**config.mk**
```make
export PLATFORM = sky130hd
export DESIGN_NAME = store_issue_queue
export DESIGN_NICKNAME = d
export VERILOG_FILES = /design/src/hdl/store_cfg_pkg.sv /design/src/hdl/store_types_pkg.sv /design/src/hdl/store_bank_if.sv /design/src/hdl/store_issue_queue.sv /design/src/hdl/store_issue_stage.sv /design/src/hdl/store_data_bank.sv /design/src/hdl/store_addr_bank.sv
export SDC_FILE = /design/constraint.sdc
export NUM_CORES = 1
export LEC_CHECK = 0
export BUFFER_PORTS_ARGS = -buffer_cell sky130_fd_sc_hd__buf_2
export CAP_MARGIN = 25
export CORE_MARGIN = 4
export CORE_UTILIZATION = 62
export DETAILED_ROUTE_END_ITERATION = 16
export GPL_ROUTABILITY_DRIVEN = 0
export PLACE_DENSITY = 0.8
export SLEW_MARGIN = 20
export SYNTH_ARGS = -nofsm -noshare
export SYNTH_HDL_FRONTEND = slang
export SYNTH_SLANG_ARGS = --single-unit
```
**constraint.sdc**
```tcl
create_clock -name clk -period 5.55 [get_ports clk]
set_input_delay 1.11 -clock clk [delete_from_list [all_inputs] [get_ports clk]]
set_output_delay 1.11 -clock clk [all_outputs]
set_load 0.1 [all_outputs]
```
**src/hdl/store_cfg_pkg.sv**
```systemverilog
package store_cfg_pkg;

    // physical register tag
    localparam int PREG_W = 7;

    // rob index field, wrap bit not included
    localparam int ROB_W = 6;

    // store queue index
    localparam int SQ_W = 5;

    // writeback bus ports
    localparam int WB_PORTS = 2;

    localparam int IMM_W = 12;

    // entry index field in the issue payload, enough for 16-entry banks
    localparam int ENTRY_W = 4;

endpackage
```
**src/hdl/store_types_pkg.sv**
```systemverilog
package store_types_pkg;

    typedef enum logic [1:0] {
        store_byte,
        store_half,
        store_word
    } mem_op_e;

    typedef struct packed {
        logic                            dir;   // wrap bit
        logic [store_cfg_pkg::ROB_W-1:0] idx;
    } rob_idx_t;

    typedef struct packed {
        mem_op_e                          memop;
        logic [store_cfg_pkg::IMM_W-1:0]  imm;
        logic [store_cfg_pkg::PREG_W-1:0] rs1;
        logic                             rs1v;
        logic [store_cfg_pkg::PREG_W-1:0] rs2;
        logic                             rs2v;
        rob_idx_t                         rob_idx;
        logic [store_cfg_pkg::SQ_W-1:0]   sq_idx;
    } store_dis_t;

    typedef struct packed {
        rob_idx_t                          rob_idx;
        logic [store_cfg_pkg::SQ_W-1:0]    sq_idx;
        logic [store_cfg_pkg::IMM_W-1:0]   imm;
        logic [1:0]                        size;
        logic [store_cfg_pkg::ENTRY_W-1:0] entry;   // address bank slot for the reply
    } store_addr_issue_t;

    typedef struct packed {
        rob_idx_t                         rob_idx;
        logic [store_cfg_pkg::SQ_W-1:0]   sq_idx;
        logic [1:0]                       size;
        logic [store_cfg_pkg::PREG_W-1:0] rs2;
    } store_data_issue_t;

    // access size, 0 byte, 1 half, 2 word
    function automatic logic [1:0] mem_size(mem_op_e op);
        case (op)
            store_half: return 2'd1;
            store_word: return 2'd2;
            default:    return 2'd0;
        endcase
    endfunction

    // a older than b, wrap bit flips the compare
    function automatic logic rob_older(rob_idx_t a, rob_idx_t b);
        return (a.dir ^ b.dir) ^ (b.idx > a.idx);
    endfunction

endpackage

```
**src/hdl/store_bank_if.sv**
```systemverilog
`timescale 1ns/1ns

interface store_bank_if;

    logic                                sel_valid;
    store_types_pkg::rob_idx_t           sel_rob_idx;

    // each bank fills only its own payload
    store_types_pkg::store_addr_issue_t  addr_data;
    store_types_pkg::store_data_issue_t  data_data;

    modport bank (
        output sel_valid,
        output sel_rob_idx,
        output addr_data,
        output data_data
    );

    modport issue (
        input sel_valid,
        input sel_rob_idx,
        input addr_data,
        input data_data
    );

endinterface

```
**src/hdl/store_issue_queue.sv**
```systemverilog
`timescale 1ns/1ns

module store_issue_queue #(
    parameter int BANK_SIZE = 8
) (
    input  logic                                      clk,
    input  logic                                      rst,

    input  logic                                      dis_en_i,
    input  store_types_pkg::store_dis_t               dis_data_i,
    output logic                                      full_o,

    input  logic [store_cfg_pkg::WB_PORTS-1:0]        wb_en_i,
    input  logic [store_cfg_pkg::WB_PORTS-1:0][store_cfg_pkg::PREG_W-1:0] wb_preg_i,

    input  logic                                      redirect_i,
    input  store_types_pkg::rob_idx_t                 redirect_rob_i,

    input  logic                                      reply_en_i,
    input  logic                                      reply_success_i,   // low means replay
    input  logic [$clog2(BANK_SIZE)-1:0]              reply_entry_i,

    output logic                                      addr_issue_o,
    output store_types_pkg::store_addr_issue_t        addr_issue_data_o,
    output logic                                      data_issue_o,
    output store_types_pkg::store_data_issue_t        data_issue_data_o
);

    logic dis_en;
    logic addr_full;
    logic data_full;

    store_bank_if addr_sel_if ();
    store_bank_if data_sel_if ();

    assign full_o = addr_full | data_full;
    assign dis_en = dis_en_i & ~full_o;   // both banks take the store or neither

    store_addr_bank #(
        .BANK_SIZE (BANK_SIZE)
    ) addr_bank_i (
        .clk             (clk),
        .rst             (rst),
        .dis_en_i        (dis_en),
        .dis_data_i      (dis_data_i),
        .wb_en_i         (wb_en_i),
        .wb_preg_i       (wb_preg_i),
        .redirect_i      (redirect_i),
        .redirect_rob_i  (redirect_rob_i),
        .reply_en_i      (reply_en_i),
        .reply_success_i (reply_success_i),
        .reply_entry_i   (reply_entry_i),
        .full_o          (addr_full),
        .sel_io          (addr_sel_if.bank)
    );

    store_data_bank #(
        .BANK_SIZE (BANK_SIZE)
    ) data_bank_i (
        .clk            (clk),
        .rst            (rst),
        .dis_en_i       (dis_en),
        .dis_data_i     (dis_data_i),
        .wb_en_i        (wb_en_i),
        .wb_preg_i      (wb_preg_i),
        .redirect_i     (redirect_i),
        .redirect_rob_i (redirect_rob_i),
        .full_o         (data_full),
        .sel_io         (data_sel_if.bank)
    );

    store_issue_stage #(
        .BANK_SIZE (BANK_SIZE)
    ) issue_stage_i (
        .clk               (clk),
        .rst               (rst),
        .addr_io           (addr_sel_if.issue),
        .data_io           (data_sel_if.issue),
        .redirect_i        (redirect_i),
        .redirect_rob_i    (redirect_rob_i),
        .addr_issue_o      (addr_issue_o),
        .addr_issue_data_o (addr_issue_data_o),
        .data_issue_o      (data_issue_o),
        .data_issue_data_o (data_issue_data_o)
    );

endmodule

```
**src/hdl/store_issue_stage.sv**
```systemverilog
`timescale 1ns/1ns

module store_issue_stage #(
    parameter int BANK_SIZE = 8
) (
    input  logic                               clk,
    input  logic                               rst,
    store_bank_if.issue                        addr_io,
    store_bank_if.issue                        data_io,
    input  logic                               redirect_i,
    input  store_types_pkg::rob_idx_t          redirect_rob_i,
    output logic                               addr_issue_o,
    output store_types_pkg::store_addr_issue_t addr_issue_data_o,
    output logic                               data_issue_o,
    output store_types_pkg::store_data_issue_t data_issue_data_o
);

    localparam int IDX_W   = $clog2(BANK_SIZE);
    localparam int ENTRY_W = store_cfg_pkg::ENTRY_W;

    logic                               addr_keep;
    logic                               data_keep;
    logic [ENTRY_W-1:0]                 addr_entry;
    store_types_pkg::store_addr_issue_t addr_payload;

    // in-flight item survives unless a redirect makes it stale
    assign addr_keep = ~redirect_i |
                       store_types_pkg::rob_older(addr_io.sel_rob_idx, redirect_rob_i);
    assign data_keep = ~redirect_i |
                       store_types_pkg::rob_older(data_io.sel_rob_idx, redirect_rob_i);

    // only the bank index bits carry meaning
    assign addr_entry = ENTRY_W'(addr_io.addr_data.entry[IDX_W-1:0]);

    always_comb begin
        addr_payload       = addr_io.addr_data;
        addr_payload.entry = addr_entry;
    end

    always_ff @(posedge clk or posedge rst) begin
        if (rst) begin
            addr_issue_o <= 1'b0;
            data_issue_o <= 1'b0;
        end else begin
            addr_issue_o <= addr_io.sel_valid & addr_keep;
            data_issue_o <= data_io.sel_valid & data_keep;
        end
    end

    always_ff @(posedge clk) begin
        addr_issue_data_o <= addr_payload;
        data_issue_data_o <= data_io.data_data;
    end

endmodule

```
**src/hdl/store_data_bank.sv**
```systemverilog
`timescale 1ns/1ns

module store_data_bank #(
    parameter int BANK_SIZE = 8
) (
    input  logic                                      clk,
    input  logic                                      rst,
    input  logic                                      dis_en_i,
    input  store_types_pkg::store_dis_t               dis_data_i,
    input  logic [store_cfg_pkg::WB_PORTS-1:0]        wb_en_i,
    input  logic [store_cfg_pkg::WB_PORTS-1:0][store_cfg_pkg::PREG_W-1:0] wb_preg_i,
    input  logic                                      redirect_i,
    input  store_types_pkg::rob_idx_t                 redirect_rob_i,
    output logic                                      full_o,
    store_bank_if.bank                                sel_io
);

    localparam int IDX_W = $clog2(BANK_SIZE);

    logic [BANK_SIZE-1:0] valid_q;
    logic [BANK_SIZE-1:0] rs2v_q;

    logic [store_cfg_pkg::PREG_W-1:0] rs2_q  [BANK_SIZE];
    store_types_pkg::rob_idx_t        rob_q  [BANK_SIZE];
    logic [store_cfg_pkg::SQ_W-1:0]   sq_q   [BANK_SIZE];
    logic [1:0]                       size_q [BANK_SIZE];

    logic [BANK_SIZE-1:0] ready;
    logic [BANK_SIZE-1:0] wake;
    logic [BANK_SIZE-1:0] keep;
    logic [IDX_W-1:0]     free_idx;
    logic [IDX_W-1:0]     sel_idx;
    logic                 sel_fire;
    logic                 dis_wake;

    logic                               sel_valid_q;
    store_types_pkg::store_data_issue_t sel_data_q;

    always_comb begin
        dis_wake = 1'b0;
        for (int j = 0; j < store_cfg_pkg::WB_PORTS; j++) begin
            dis_wake = dis_wake | (wb_en_i[j] && (wb_preg_i[j] == dis_data_i.rs2));
        end
        free_idx = '0;
        sel_idx  = '0;
        for (int i = BANK_SIZE-1; i >= 0; i--) begin
            wake[i] = 1'b0;
            for (int j = 0; j < store_cfg_pkg::WB_PORTS; j++) begin
                wake[i] = wake[i] | (wb_en_i[j] && (wb_preg_i[j] == rs2_q[i]));
            end
            ready[i] = valid_q[i] & rs2v_q[i];
            keep[i]  = store_types_pkg::rob_older(rob_q[i], redirect_rob_i);
            if (!valid_q[i]) begin
                free_idx = IDX_W'(i);
            end
            if (ready[i]) begin
                sel_idx = IDX_W'(i);   // lowest ready wins
            end
        end
    end

    assign sel_fire = (|ready) & ~redirect_i;
    assign full_o   = &valid_q;

    always_ff @(posedge clk or posedge rst) begin
        if (rst) begin
            valid_q     <= '0;
            rs2v_q      <= '0;
            sel_valid_q <= 1'b0;
        end else begin
            if (redirect_i) begin
                valid_q <= valid_q & keep;
            end else begin
                if (dis_en_i) begin
                    valid_q[free_idx] <= 1'b1;
                end
                // no reply for data, slot goes free on select
                if (sel_fire) begin
                    valid_q[sel_idx] <= 1'b0;
                end
            end

            for (int i = 0; i < BANK_SIZE; i++) begin
                if (dis_en_i && (free_idx == IDX_W'(i))) begin
                    rs2v_q[i] <= dis_data_i.rs2v | dis_wake;
                end else begin
                    rs2v_q[i] <= rs2v_q[i] | wake[i];
                end
            end

            sel_valid_q <= sel_fire;
        end
    end

    always_ff @(posedge clk) begin
        if (dis_en_i) begin
            rs2_q[free_idx]  <= dis_data_i.rs2;
            rob_q[free_idx]  <= dis_data_i.rob_idx;
            sq_q[free_idx]   <= dis_data_i.sq_idx;
            size_q[free_idx] <= store_types_pkg::mem_size(dis_data_i.memop);
        end
        sel_data_q.rob_idx <= rob_q[sel_idx];
        sel_data_q.sq_idx  <= sq_q[sel_idx];
        sel_data_q.size    <= size_q[sel_idx];
        sel_data_q.rs2     <= rs2_q[sel_idx];
    end

    assign sel_io.sel_valid   = sel_valid_q;
    assign sel_io.sel_rob_idx = sel_data_q.rob_idx;
    assign sel_io.data_data   = sel_data_q;
    assign sel_io.addr_data   = '0;   // address payload unused here

endmodule

```
**src/hdl/store_addr_bank.sv**
```systemverilog
`timescale 1ns/1ns

module store_addr_bank #(
    parameter int BANK_SIZE = 8
) (
    input  logic                                      clk,
    input  logic                                      rst,
    input  logic                                      dis_en_i,
    input  store_types_pkg::store_dis_t               dis_data_i,
    input  logic [store_cfg_pkg::WB_PORTS-1:0]        wb_en_i,
    input  logic [store_cfg_pkg::WB_PORTS-1:0][store_cfg_pkg::PREG_W-1:0] wb_preg_i,
    input  logic                                      redirect_i,
    input  store_types_pkg::rob_idx_t                 redirect_rob_i,
    input  logic                                      reply_en_i,
    input  logic                                      reply_success_i,
    input  logic [$clog2(BANK_SIZE)-1:0]              reply_entry_i,
    output logic                                      full_o,
    store_bank_if.bank                                sel_io
);

    localparam int IDX_W   = $clog2(BANK_SIZE);
    localparam int ENTRY_W = store_cfg_pkg::ENTRY_W;

    logic [BANK_SIZE-1:0] valid_q;
    logic [BANK_SIZE-1:0] issued_q;
    logic [BANK_SIZE-1:0] rs1v_q;

    logic [store_cfg_pkg::PREG_W-1:0] rs1_q  [BANK_SIZE];
    store_types_pkg::rob_idx_t        rob_q  [BANK_SIZE];
    logic [store_cfg_pkg::IMM_W-1:0]  imm_q  [BANK_SIZE];
    logic [store_cfg_pkg::SQ_W-1:0]   sq_q   [BANK_SIZE];
    logic [1:0]                       size_q [BANK_SIZE];

    logic [BANK_SIZE-1:0] ready;
    logic [BANK_SIZE-1:0] wake;
    logic [BANK_SIZE-1:0] keep;
    logic [IDX_W-1:0]     free_idx;
    logic [IDX_W-1:0]     sel_idx;
    logic                 sel_fire;
    logic                 dis_wake;

    logic                               sel_valid_q;
    store_types_pkg::store_addr_issue_t sel_data_q;

    // wakeup compare, readiness and redirect age per entry
    always_comb begin
        dis_wake = 1'b0;
        for (int j = 0; j < store_cfg_pkg::WB_PORTS; j++) begin
            dis_wake = dis_wake | (wb_en_i[j] && (wb_preg_i[j] == dis_data_i.rs1));
        end
        for (int i = 0; i < BANK_SIZE; i++) begin
            wake[i] = 1'b0;
            for (int j = 0; j < store_cfg_pkg::WB_PORTS; j++) begin
                wake[i] = wake[i] | (wb_en_i[j] && (wb_preg_i[j] == rs1_q[i]));
            end
            ready[i] = valid_q[i] & rs1v_q[i] & ~issued_q[i];
            keep[i]  = store_types_pkg::rob_older(rob_q[i], redirect_rob_i);
        end
    end

    // lowest free and lowest ready slot
    always_comb begin
        free_idx = '0;
        sel_idx  = '0;
        for (int i = BANK_SIZE-1; i >= 0; i--) begin
            if (!valid_q[i]) begin
                free_idx = IDX_W'(i);
            end
            if (ready[i]) begin
                sel_idx = IDX_W'(i);
            end
        end
    end

    assign sel_fire = (|ready) & ~redirect_i;
    assign full_o   = &valid_q;

    always_ff @(posedge clk or posedge rst) begin
        if (rst) begin
            valid_q     <= '0;
            issued_q    <= '0;
            rs1v_q      <= '0;
            sel_valid_q <= 1'b0;
        end else begin
            if (redirect_i) begin
                valid_q <= valid_q & keep;   // walk
            end else if (dis_en_i) begin
                valid_q[free_idx] <= 1'b1;
            end
            if (reply_en_i && reply_success_i) begin
                valid_q[reply_entry_i] <= 1'b0;
            end

            if (dis_en_i) begin
                issued_q[free_idx] <= 1'b0;
            end
            if (sel_fire) begin
                issued_q[sel_idx] <= 1'b1;
            end
            // replay clears issued
            if (reply_en_i && !reply_success_i) begin
                issued_q[reply_entry_i] <= 1'b0;
            end

            for (int i = 0; i < BANK_SIZE; i++) begin
                if (dis_en_i && (free_idx == IDX_W'(i))) begin
                    rs1v_q[i] <= dis_data_i.rs1v | dis_wake;
                end else begin
                    rs1v_q[i] <= rs1v_q[i] | wake[i];
                end
            end

            sel_valid_q <= sel_fire;
        end
    end

    always_ff @(posedge clk) begin
        if (dis_en_i) begin
            rs1_q[free_idx]  <= dis_data_i.rs1;
            rob_q[free_idx]  <= dis_data_i.rob_idx;
            imm_q[free_idx]  <= dis_data_i.imm;
            sq_q[free_idx]   <= dis_data_i.sq_idx;
            size_q[free_idx] <= store_types_pkg::mem_size(dis_data_i.memop);
        end
        sel_data_q.rob_idx <= rob_q[sel_idx];
        sel_data_q.sq_idx  <= sq_q[sel_idx];
        sel_data_q.imm     <= imm_q[sel_idx];
        sel_data_q.size    <= size_q[sel_idx];
        sel_data_q.entry   <= ENTRY_W'(sel_idx);
    end

    assign sel_io.sel_valid   = sel_valid_q;
    assign sel_io.sel_rob_idx = sel_data_q.rob_idx;
    assign sel_io.addr_data   = sel_data_q;
    assign sel_io.data_data   = '0;   // data payload unused here

endmodule

```
==> results_dict.tcl <==
set metrics [dict create \
    status "finished, final reports clean" \
    critPathBufInv 1 \
    die_w_um 215 \
    die_y_um 215 \
    placed_area_mm2 0.0276 \
    drive_gt1_frac 0.137 \
    hold_class "flip-flop to flip-flop" \
    syn_nets 2207 \
    area_delta_synth_final_pct 11.5 \
    grt_overflow 0 \
    antenna_found_initial 7 \
    critPathLaunch "addr_bank_i.valid_q[3]$_DFF_PP0_" \
    reg2reg_to "addr_bank_i.sel_io.addr_data[8]$_DFF_P_" \
    cts.repair.resized 0 \
    synthTopCellsByCount "432 x edfxtp_1, 258 x xnor2_1, 126 x inv_1" \
    endpoint "full_o" \
    worstSetupPathType "flip-flop to output pin" \
    grt_pass1_wl_um 103000 \
    grt_start_max_net_pins 82 \
    ys.flop_type "edfxtp_1" \
    ys_seq_area_frac 0.607 \
    fill_cells 2806 \
    post_cts_buffers 0 \
    layout_worst_path_cycle_share 0.679 \
    total_power_w 0.0130 \
    startpoint_type "flip-flop" \
    clk_pin_slew_ps 60 \
    cp_slowest_stage_delay_ps 720 \
    ctsRootBufferMaster "clkbuf_16" \
    finalHoldViolations 0 \
    worstPathCellList "and4_1 > nand4_1 > nand2_1 > buf_2" \
    final_cell_area_mm2 0.0295 \
    grt_usage 0.289 \
    htree_levels 2 \
    numCtsBuffers 58 \
    rsz0062_at_grt "no" \
    netlist_area_mm2 0.0265 \
    ys_ff_latch 576 \
    drcViolationCount 0 \
    synth.most_common_cell "edfxtp_1" \
    worstSetupPathDepth 4 \
    cts.sinks 576 \
    synth_top_area_cell "edfxtp_1" \
    synth.top_cell.area_share 0.490 \
    tns_ps 0 \
    drv_slew 0 \
    worst_clock_skew_ps 32.5 \
    routed_wl_um 67400 \
    initial_core_util 0.630 \
    port-buffer-count 126 \
    worstSetupEndpointType "output pin" \
    vias 17500 \
    drtIter0Drc 1832 \
    synth-compound-area-share 0.0956 \
    multi_input_area_mm2 0.00952 \
    async_reset_ff_frac 0.0764 \
    synth_warnings 0 \
    avgSynthCellArea_um2 13.1 \
    vias_per_cell 6.41 \
    leakage_nw 11.1 \
    ant_nets 0 \
    crit_family "simple AND/OR/NAND/NOR gates" \
    ios 128 \
    yosys.area_share.simple 0.0766 \
    cts_tree "done" \
    die_area_mm2 0.0461 \
    maxCapViolations 0 \
    required_ps 4440 \
    synthAdderAreaFrac 0.0510 \
    relSlewSlack 0.260 \
    finalSetupViolCount 0 \
    synth-edff-count 432 \
    synth_top_family_by_area "compound AO/OA/AOI/OAI gates" \
    synth_cell_types 66 \
    core_mm2 0.0420 \
    crit_slowest_cell "dfrtp_1" \
    tightest_slew_ps 1110 \
    rows 75 \
    synth_xor_area_frac 0.0929 \
    peakVddDrop_v 0.000389 \
    cp_max_fo 10 \
    powerDensity_mw_per_mm2 439 \
    fmax_ghz 0.265 \
    clk_path_buf_depth 3 \
    reg2regPathDepth 6 \
    r2r_start "addr_bank_i.valid_q[3]$_DFF_PP0_" \
    hold_buffers 0 \
    synthTopCellsByArea "edfxtp_1 49%, xnor2_1 8.5%, dfxtp_1 7.6%" \
    r2r_setup_slack_ps 2440 \
    seq_area_mm2 0.0161 \
    wl_per_cell_um 24.7 \
    dp_hpwl_um 41400 \
    firstDrtPassIters 5 \
    muxShareOfSynthArea 0.0389 \
    min_period_ps 3770 \
    fin_nets 2328 \
    clk_latency_ps 630 \
    grt_pass1_vias 18100 \
    crit_arrival_ps 2660 \
    synth_cells 2025 \
]
## layout by cell type (no fill, tap or decap), types with 21 or more instances in the layout
master     instances
xnor2_1          258
nor2b_1           27
inv_1            125
ha_1             108
nand3_1           43
a21oi_1           71
nand4_1           78
nor2_1            72
or2_2             21
clkbuf_16         59
buf_4             29
o211ai_1          48
xor2_1            23
nand2_1           78
dfrtp_1           44
mux2i_1           95
edfxtp_1         432
dfxtp_1          100
buf_2            126
o21ai_0           32
## state kept, by name (all words and copies together) (netlist names)
name	count
addr_bank_i.rs1v_q	8
data_bank_i.rob_q	56
issue_stage_i.data_issue_data_o	21
data_bank_i.sel_io.data_data	21
data_bank_i.sq_q	40
data_bank_i.sel_io.sel_valid	1
data_bank_i.valid_q	8
addr_bank_i.valid_q	8
addr_bank_i.rs1_q	56
addr_bank_i.size_q	16
addr_bank_i.sq_q	40
addr_bank_i.issued_q	8
data_bank_i.size_q	16
issue_stage_i.addr_issue_data_o	29
issue_stage_i.data_issue_o	1
addr_bank_i.rob_q	56
addr_bank_i.sel_io.sel_valid	1
data_bank_i.rs2_q	56
issue_stage_i.addr_issue_o	1
data_bank_i.rs2v_q	8
addr_bank_i.sel_io.addr_data	29
addr_bank_i.imm_q	96
## worst min-delay path by stage
stage	from	endpoint	slack, ps	depth (start not counted)
floorplan	addr_bank_i.sel_io.addr_data[0]$_DFF_P_	issue_stage_i.addr_issue_data_o[0]$_DFF_P_	310	0
global placement	addr_bank_i.sel_io.addr_data[14]$_DFF_P_	issue_stage_i.addr_issue_data_o[14]$_DFF_P_	310	0
detailed placement	addr_bank_i.sel_io.addr_data[13]$_DFF_P_	issue_stage_i.addr_issue_data_o[13]$_DFF_P_	310	0
CTS	data_bank_i.sel_io.data_data[9]$_DFF_P_	issue_stage_i.data_issue_data_o[9]$_DFF_P_	310	0
global route	data_bank_i.sel_io.data_data[9]$_DFF_P_	issue_stage_i.data_issue_data_o[9]$_DFF_P_	330	0
finish	data_bank_i.sel_io.data_data[9]$_DFF_P_	issue_stage_i.data_issue_data_o[9]$_DFF_P_	310	0
## cell type report
cell class / count / share of cell area
Inverter: 127 / 0.0161
Sequential cell: 576 / 0.544
Timing Repair Buffer: 158 / 0.0303
Clock inverter: 25 / 0.00954
Clock buffer: 81 / 0.0542
Antenna cell: 2 / 0.000170
Multi-Input combinational cell: 1225 / 0.322
Tap cell: 539 / 0.0228
## cells by family (layout without fill, tap and decap cells)
family | count (synthesis) | in the layout
muxes | 102 | 102
buffers and inverters | 224 | 391
xor gates and xnor gates | 281 | 281
AOI/OAI and AO/OA | 346 | 346
DFF | 576 | 576
other | 1 | 3
adders and majority gates | 108 | 108
and+or+nand+nor | 387 | 387
## through the flow
| stage | setup WS [ps] | std cells | hold WS [ps] | util |
|---|---|---|---|---|
| after floorplan | 1120 | 2025 | 310 | - |
| after global placement | 2280 | 2622 | 311 | 0.656 |
| after detailed placement | 2230 | 2624 | 312 | 0.657 |
| after CTS | 1810 | 2730 | 315 | 0.702 |
| after global routing | 1780 | 2732 | 326 | 0.702 |
| final | 1780 | 2733 | 306 | 0.702 |
## where the power goes
part	switching, W	total (W)	internal [W]
sequential	0.000283	0.00546	0.00518
combinational	0.00263	0.00363	0.00100
clock	0.00162	0.00386	0.00224
## metal layers
| metal | up-vias | wire length [um] | track usage |
|---|---|---|---|
| met3 | 209 | 7070 | 0.0694 |
| met5 | - | 52 | 0 |
| li1 | 7776 | - | - |
| met4 | 8 | 2290 | 0.105 |
| met1 | 8499 | 26200 | 0.387 |
| met2 | 1034 | 31800 | 0.466 |
Power figures use the tool's default switching activity.
